==> config.mk <==
export PLATFORM = sky130hd
export DESIGN_NAME = valu_top
export DESIGN_NICKNAME = d
export VERILOG_FILES = /design/src/rtl/valu_pkg.sv /design/src/rtl/valu_product.sv /design/src/rtl/valu_cond_track.sv /design/src/rtl/valu_accumulate.sv /design/src/rtl/valu_top.sv
export VERILOG_INCLUDE_DIRS = /design/src /design/src/include
export SDC_FILE = /design/constraint.sdc
export NUM_CORES = 2
export LEC_CHECK = 0
export ABC_CLOCK_PERIOD_IN_PS = 6500
export BUFFER_PORTS_ARGS = -buffer_cell sky130_fd_sc_hd__buf_2
export CAP_MARGIN = 20
export CORE_AREA = 2 2 419 421
export CTS_CLUSTER_SIZE = 40
export DETAILED_ROUTE_END_ITERATION = 6
export DIE_AREA = 0 0 421 423
export PLACE_DENSITY = 0.56
export SYNTH_ARGS = -nofsm -noshare
export SYNTH_HDL_FRONTEND = slang
export SYNTH_SLANG_ARGS = --single-unit
==> constraint.sdc <==
create_clock -name clk -period 6.5 [get_ports clk]
set_clock_uncertainty 0.15 [all_clocks]
set_input_delay 1.625 -clock clk [delete_from_list [all_inputs] [get_ports clk]]
set_output_delay 1.625 -clock clk [all_outputs]
set_load 0.01 [all_outputs]
==> src/include/valu_defines.svh <==
`ifndef VALU_DEFINES_SVH
`define VALU_DEFINES_SVH

// ------------------------------------------------
// vector geometry
// ------------------------------------------------

// lanes per vector
`define VALU_NUM_ELEMS 4

// bits per element
// accumulators and products hold twice as many
`define VALU_ELEM_W 16

// ------------------------------------------------
// pipeline depths
// ------------------------------------------------

// register stages behind the operand register
`define VALU_MULT_STAGES 2

`endif

==> src/rtl/valu_pkg.sv <==
`include "valu_defines.svh"

package valu_pkg;

  // one signed fixed-point element
  typedef logic signed [`VALU_ELEM_W-1:0] elem_t;

  // double-width product, sum or accumulator value
  typedef logic signed [2*`VALU_ELEM_W-1:0] acc_t;

  // lane 0 sits in the most significant position
  typedef elem_t [0:`VALU_NUM_ELEMS-1] vec_t;
  typedef acc_t [0:`VALU_NUM_ELEMS-1] acc_vec_t;

  typedef logic [0:`VALU_NUM_ELEMS-1] lane_mask_t;

  // lane condition
  typedef enum logic [1:0] {
    COND_NULL = 2'd0,
    COND_GT   = 2'd1,
    COND_LT   = 2'd2,
    COND_EQ   = 2'd3
  } cond_e;

  // compare result of one lane
  typedef struct packed {
    logic gt;
    logic lt;
    logic eq;
  } cmp_flags_t;

  // first three fields act at the input, the rest at accumulation
  typedef struct packed {
    logic  mult_by_one;
    logic  negate_b;
    cond_e cond;
    logic  add_to_zero;
    logic  saturate;
    logic  save_to_accum;
  } valu_ctrl_t;

endpackage

==> src/rtl/valu_product.sv <==
`include "valu_defines.svh"

module valu_product
  import valu_pkg::*;
(
  input  logic     clk,
  input  logic     reset,
  input  vec_t     i_a,
  input  vec_t     i_b,
  input  logic     i_mult_by_one,
  input  logic     i_negate_b,
  output acc_vec_t o_product
);

  localparam elem_t ONE = elem_t'(1);

  // operand stage
  vec_t a_q;
  vec_t b_q;
  logic neg_q;

  // multiplier output and its register stages
  acc_vec_t prod_d;
  acc_vec_t prod_pipe [`VALU_MULT_STAGES];

  // ------------------------------------------------
  // operand register
  // ------------------------------------------------

  always_ff @(posedge clk) begin
    a_q <= i_a;
    for (int i = 0; i < `VALU_NUM_ELEMS; i++) begin
      // b replaced by unity for a plain move of a
      b_q[i] <= i_mult_by_one ? ONE : i_b[i];
    end
  end

  always_ff @(posedge clk or posedge reset) begin
    if (reset) begin
      neg_q <= 1'b0;
    end else begin
      neg_q <= i_negate_b;
    end
  end

  // ------------------------------------------------
  // signed multiply per lane
  // ------------------------------------------------

  always_comb begin
    elem_t a_e;
    elem_t b_e;
    acc_t  p;
    for (int i = 0; i < `VALU_NUM_ELEMS; i++) begin
      a_e = a_q[i];
      b_e = b_q[i];
      // full signed product fits in acc_t even for -max * -max
      p = acc_t'(a_e) * acc_t'(b_e);
      prod_d[i] = neg_q ? -p : p;
    end
  end

  // multiplier pipeline
  always_ff @(posedge clk) begin
    prod_pipe[0] <= prod_d;
    for (int s = 1; s < `VALU_MULT_STAGES; s++) begin
      prod_pipe[s] <= prod_pipe[s-1];
    end
  end

  assign o_product = prod_pipe[`VALU_MULT_STAGES-1];

endmodule

==> src/rtl/valu_cond_track.sv <==
`include "valu_defines.svh"

module valu_cond_track
  import valu_pkg::*;
(
  input  logic                                clk,
  input  logic                                reset,
  input  logic                                i_valid,
  input  valu_ctrl_t                          i_ctrl,
  input  cmp_flags_t [0:`VALU_NUM_ELEMS-1]    i_cmp,
  output logic                                o_valid,
  output lane_mask_t                          o_lane_en,
  output valu_ctrl_t                          o_ctrl
);

  // everything that rides along with one operation
  typedef struct packed {
    logic       valid;
    lane_mask_t lane_en;
    valu_ctrl_t ctrl;
  } track_t;

  // input stage that mirrors the operand register of the multiplier
  logic                             valid_q;
  valu_ctrl_t                       ctrl_q;
  cmp_flags_t [0:`VALU_NUM_ELEMS-1] cmp_q;

  lane_mask_t lane_en;
  track_t     pipe [`VALU_MULT_STAGES];

  always_ff @(posedge clk or posedge reset) begin
    if (reset) begin
      valid_q <= 1'b0;
      ctrl_q  <= '0;
      cmp_q   <= '0;
    end else begin
      valid_q <= i_valid;
      ctrl_q  <= i_ctrl;
      cmp_q   <= i_cmp;
    end
  end

  // ------------------------------------------------
  // condition decode
  // ------------------------------------------------

  always_comb begin
    for (int i = 0; i < `VALU_NUM_ELEMS; i++) begin
      unique case (ctrl_q.cond)
        COND_NULL: lane_en[i] = 1'b1;
        COND_GT:   lane_en[i] = cmp_q[i].gt;
        COND_LT:   lane_en[i] = cmp_q[i].lt;
        COND_EQ:   lane_en[i] = cmp_q[i].eq;
        default:   lane_en[i] = 1'b0;
      endcase
    end
  end

  // ------------------------------------------------
  // delay line alongside the products
  // ------------------------------------------------

  always_ff @(posedge clk or posedge reset) begin
    if (reset) begin
      for (int s = 0; s < `VALU_MULT_STAGES; s++) begin
        pipe[s] <= '0;
      end
    end else begin
      pipe[0] <= '{valid: valid_q, lane_en: lane_en, ctrl: ctrl_q};
      for (int s = 1; s < `VALU_MULT_STAGES; s++) begin
        pipe[s] <= pipe[s-1];
      end
    end
  end

  assign o_valid   = pipe[`VALU_MULT_STAGES-1].valid;
  assign o_lane_en = pipe[`VALU_MULT_STAGES-1].lane_en;
  assign o_ctrl    = pipe[`VALU_MULT_STAGES-1].ctrl;

endmodule

==> src/rtl/valu_accumulate.sv <==
`include "valu_defines.svh"

module valu_accumulate
  import valu_pkg::*;
(
  input  logic       clk,
  input  logic       reset,
  input  logic       i_valid,
  input  lane_mask_t i_lane_en,
  input  valu_ctrl_t i_ctrl,
  input  acc_vec_t   i_product,
  output logic       o_valid,
  output vec_t       o_y,
  output lane_mask_t o_write_mask
);

  localparam int ACC_W = 2 * `VALU_ELEM_W;

  // clamp limits of the accumulator range
  localparam acc_t ACC_MAX = {1'b0, {(ACC_W-1){1'b1}}};
  localparam acc_t ACC_MIN = {1'b1, {(ACC_W-1){1'b0}}};

  // ------------------------------------------------
  // saturation helper
  // ------------------------------------------------

  // s is the wrapped sum p + q
  // overflow shows as differing carry into and out of the msb
  function automatic acc_t clamp_sum(acc_t p, acc_t q, acc_t s);
    logic cin;
    logic cout;
    acc_t rv;
    cin  = s[ACC_W-1] ^ p[ACC_W-1] ^ q[ACC_W-1];
    cout = (p[ACC_W-1] & q[ACC_W-1]) | (cin & (p[ACC_W-1] | q[ACC_W-1]));
    rv   = s;
    if (cout && !cin) begin
      // two negatives wrapped to positive
      rv = ACC_MIN;
    end else if (!cout && cin) begin
      rv = ACC_MAX;
    end
    return rv;
  endfunction

  acc_vec_t   acc_q;
  acc_vec_t   addend;
  acc_vec_t   sum;
  acc_vec_t   sat_sum;
  acc_vec_t   acc_d;
  vec_t       y_d;
  lane_mask_t acc_we;

  // ------------------------------------------------
  // adder and result select
  // ------------------------------------------------

  always_comb begin
    for (int i = 0; i < `VALU_NUM_ELEMS; i++) begin
      addend[i]  = i_ctrl.add_to_zero ? acc_t'(0) : acc_q[i];
      sum[i]     = i_product[i] + addend[i];
      sat_sum[i] = clamp_sum(i_product[i], addend[i], sum[i]);

      if (i_ctrl.saturate) begin
        // fractional result from the high half
        y_d[i]   = sat_sum[i][ACC_W-1 -: `VALU_ELEM_W];
        acc_d[i] = sat_sum[i];
      end else begin
        // modulo result
        y_d[i]   = sum[i][`VALU_ELEM_W-1:0];
        acc_d[i] = sum[i];
      end

      acc_we[i] = i_valid & i_ctrl.save_to_accum & i_lane_en[i];
    end
  end

  // ------------------------------------------------
  // accumulators and outputs
  // ------------------------------------------------

  always_ff @(posedge clk or posedge reset) begin
    if (reset) begin
      o_valid      <= 1'b0;
      o_write_mask <= '0;
      acc_q        <= '0;
    end else begin
      o_valid <= i_valid;
      if (i_valid) begin
        o_write_mask <= i_lane_en;
      end
      // masked lanes keep their accumulator
      for (int i = 0; i < `VALU_NUM_ELEMS; i++) begin
        if (acc_we[i]) begin
          acc_q[i] <= acc_d[i];
        end
      end
    end
  end

  // result holds between operations
  always_ff @(posedge clk) begin
    if (i_valid) begin
      o_y <= y_d;
    end
  end

endmodule

==> src/rtl/valu_top.sv <==
`include "valu_defines.svh"

module valu_top
  import valu_pkg::*;
(
  input  logic                             clk,
  input  logic                             reset,
  input  logic                             i_valid,
  input  valu_ctrl_t                       i_ctrl,
  input  cmp_flags_t [0:`VALU_NUM_ELEMS-1] i_cmp,
  input  vec_t                             i_a,
  input  vec_t                             i_b,
  output logic                             o_valid,
  output vec_t                             o_y,
  output lane_mask_t                       o_write_mask
);

  // all aligned with the products
  acc_vec_t   product;
  logic       acc_valid;
  lane_mask_t lane_en;
  valu_ctrl_t acc_ctrl;

  // ------------------------------------------------
  // multiply and condition tracking side by side
  // ------------------------------------------------

  valu_product i_product (
    .clk          (clk),
    .reset        (reset),
    .i_a          (i_a),
    .i_b          (i_b),
    .i_mult_by_one(i_ctrl.mult_by_one),
    .i_negate_b   (i_ctrl.negate_b),
    .o_product    (product)
  );

  valu_cond_track i_cond_track (
    .clk      (clk),
    .reset    (reset),
    .i_valid  (i_valid),
    .i_ctrl   (i_ctrl),
    .i_cmp    (i_cmp),
    .o_valid  (acc_valid),
    .o_lane_en(lane_en),
    .o_ctrl   (acc_ctrl)
  );

  // ------------------------------------------------
  // accumulate stage
  // ------------------------------------------------

  valu_accumulate i_accumulate (
    .clk         (clk),
    .reset       (reset),
    .i_valid     (acc_valid),
    .i_lane_en   (lane_en),
    .i_ctrl      (acc_ctrl),
    .i_product   (product),
    .o_valid     (o_valid),
    .o_y         (o_y),
    .o_write_mask(o_write_mask)
  );

endmodule

==> qor.yml <==
clock_network:
  clockRootBuffer: "clkbuf_16"
  cts_buffers: 76
  clk_pin_slew_worst_paths_ns: 0.06
  cts_tree: "done"
  clkSinkCount: 616
  cts.htree.levels: 3
  insertion_delay_ns: 0.69
  cts_max_path_buffers: 3
finish:
  post_route_cells_drive_above_1_share: 0.203
  fill_cells: 16412
  syn2layout_area_growth_pct: 21.0
  nNetsFinal: 9705
  n_antenna_cell: 0
worst_setup_path:
  critical_path_arrival_ns: 7.39
  critPathMostFrequentCell: "fa_1"
  cp.required_ns: 6.95
  cp-start-kind: "flip-flop"
  path_cells: "buf_4 -> buf_4 -> and2_4 -> fa_1 -> fa_1 -> fa_1 -> fa_2 -> fa_1 -> inv_1 -> fa_1 -> inv_2 -> ha_4 -> and4_4 -> nand2_4 -> a21oi_4 -> nor4_4 -> o311a_1 -> or4_4 -> or4_4 -> or3_4 -> o31ai_4 -> xnor2_1"
  crit_fanout: 3
  crit_type: "flip-flop to flip-flop"
  crit_path_end_kind: "flip-flop"
  crit_slowest_cell: "fa_1"
  crit_path_max_incr_delay_ns: 0.57
sta:
  min_period_over_period: 1.07
  fmax_mhz: 144
  layout_setup_ws_ns: -0.438
  slew_violations: 0
  hold_ws_ns: 0.144
  hold_violations: 0
  rsz0062_at_grt: "true"
  tightest_slew_ns: 1.03
  min_period_ns: 6.94
  slew_headroom: 0.313
  setup_violations: 37
drt:
  via_count: 51109
  routed.top_layer: "met4"
  drtPass1Iterations: 6
  wl_met1_um: 74300
  dr_wl_met3_um: 5510
  wirelength_um: 170000
  met2WireLength_um: 84400
  wl_per_cell_um: 16.3
  ant_nets: 0
  drtIter0Drc: 2487
  drc: 0
  via_per_inst: 4.90
run:
  max_cap_viol_count: 0
yosys:
  synth_cell_type_count: 96
  synth.top_cell.area_share: 0.315
  yosysTopAreaCell: "fa_1"
  netlist_instances: 7229
  synth_edf_count: 64
  synthArstFlopShare: 0.273
  yosys_warnings: 0
  syn_avg_cell_area_um2: 9.31
  ys_ff_latch: 616
  synth_area_um2: 67300
  ys_seq_area_frac: 0.205
  ys_top_cells_by_area: "fa_1, dfxtp_1, ha_1"
  syn-num-nets: 8895
  synth_flop_cell: "dfxtp_1"
hold_path:
  hp-class: "flip-flop to flip-flop"
place:
  dpl.hpwl_um: 140000
  port_buffers: 218
  place_ws_ns: -0.539
  place_congestion: 0.888
floorplanning:
  die_area_um2: 178000
  rows: 153
  core_area_um2: 173000
  start_util: 0.388
  die_h_um: 423
  die_w_um: 421
  ioPinCount: 219
run_status:
  status: "finished, violations left"
  violations: "setup timing"
grt:
  grt_pass1_vias: 54719
  grt.total_usage: 0.195
  grt_pass1_wl_um: 284000
  antenna_found_initial: 2
  grt_max_degree: 121
  overflow: 0
-- layout make-up --
| type | instances | area [µm²] | share of cell area |
|---|---|---|---|
| inverter | 1239 | 4660 | 0.0572 |
| clock buffer | 94 | 2050 | 0.0252 |
| sequential | 616 | 14100 | 0.173 |
| multi-input combinational | 5112 | 49700 | 0.611 |
| clock inverter | 48 | 594 | 0.00730 |
| tap | 2325 | 2910 | 0.0357 |
| timing repair buffer | 994 | 7390 | 0.0908 |
-- worst max-delay path, delay by kind of cell (launching register included) --
family / cells / cell delay [ns]
DFF: 1 / 0.36
and+or+nand+nor: 7 / 1.83
xor gates and xnor gates: 1 / 0.13
AOI/OAI and AO/OA: 3 / 0.74
buffers and inverters: 4 / 0.37
adders and majority gates: 7 / 3.25
-- state kept, by name (all words and copies together), names as in the netlist --
signal	count
i_accumulate.acc_q	128
i_accumulate.o_valid	1
i_accumulate.o_write_mask	4
i_accumulate.o_y	64
i_cond_track.cmp_q	12
i_cond_track.ctrl_q	5
i_cond_track.o_ctrl	3
i_cond_track.o_lane_en	4
i_cond_track.o_valid	1
i_cond_track.pipe	8
i_cond_track.valid_q	1
i_product.a_q	64
i_product.b_q	64
i_product.neg_q	1
i_product.prod_pipe	256
-- routing by layer --
metal,up-vias,global-route usage
li1,24396,-
met1,25608,0.252
met2,859,0.340
met3,246,0.0189
met4,0,0.0722
met5,-,0
-- through the flow --
step / instances / setup TNS, ns / util / area (µm²)
after floorplan: 7229 / -1.97 / - / 68200
after global placement: 10207 / -11.76 / 0.440 / 76200
after detailed placement: 10207 / -15.90 / 0.440 / 76200
after CTS: 10395 / -5.17 / 0.463 / 80300
after global routing: 10428 / -17.14 / 0.470 / 81400
final: 10428 / -5.00 / 0.470 / 81400
-- layout by cell type (no fill, tap or decap), types with 79 or more instances in the layout --
cell / instances
inv_1: 1201
fa_1: 1015
nand2_1: 792
buf_4: 716
and2_1: 457
ha_1: 415
dfxtp_1: 284
o21ai_0: 282
xnor2_1: 255
nor2_1: 252
a21oi_1: 247
buf_2: 217
nor2b_1: 210
dfrtp_1: 164
a21o_1: 123
clkbuf_16: 79
-- final timing paths --
check | startpoint | end | slack (ns) | cells past startpoint
worst min-delay path | i_product.prod_pipe[0][5] | i_product.prod_pipe[0][133] | 0.14 | 0
max in group asynchronous | reset | i_product.neg_q | 4.20 | 3
worst min register to register | i_product.prod_pipe[0][5] | i_product.prod_pipe[0][133] | 0.14 | 0
worst max register to register | i_product.a_q[3] | i_product.prod_pipe[0][31] | -0.44 | 22
min in group asynchronous | reset | i_cond_track.cmp_q[0] | 0.91 | 2
worst max-delay path | i_product.a_q[3] | i_product.prod_pipe[0][31] | -0.44 | 22
-- kinds of logic after synthesis --
logic type      Yosys count  synth area share
buf+inv                1501            0.0840
simple gates           2131             0.158
xor+xnor                346            0.0450
compound gates         1091             0.103
mux                      23           0.00361
fa+ha+maj              1521             0.401
flops                   616             0.205
-- cells in the mapped netlist, types with 124 or more instances --
master	n
dfxtp_1	384
a21oi_1	279
xnor2_1	265
o21ai_0	314
nor2b_1	211
fa_1	1060
clkbuf_1	247
nand2_1	815
and2_1	488
inv_1	1239
ha_1	456
dfrtp_1	168
nor2_1	262
a21o_1	124
-- repair_timing --
| item | 4_1_cts | 5_1_grt |
|---|---|---|
| pin swaps | 134 | 127 |
| hold buffers | 0 | 0 |
| endpoints found under the setup margin | 55 | 85 |
| buffers inserted | 47 | 33 |
| gates resized for setup | 310 | 220 |
Power is left out: the tool's default activity adds up to more than one toggle a clock period on the data nets, which glitch-free logic cannot reach.
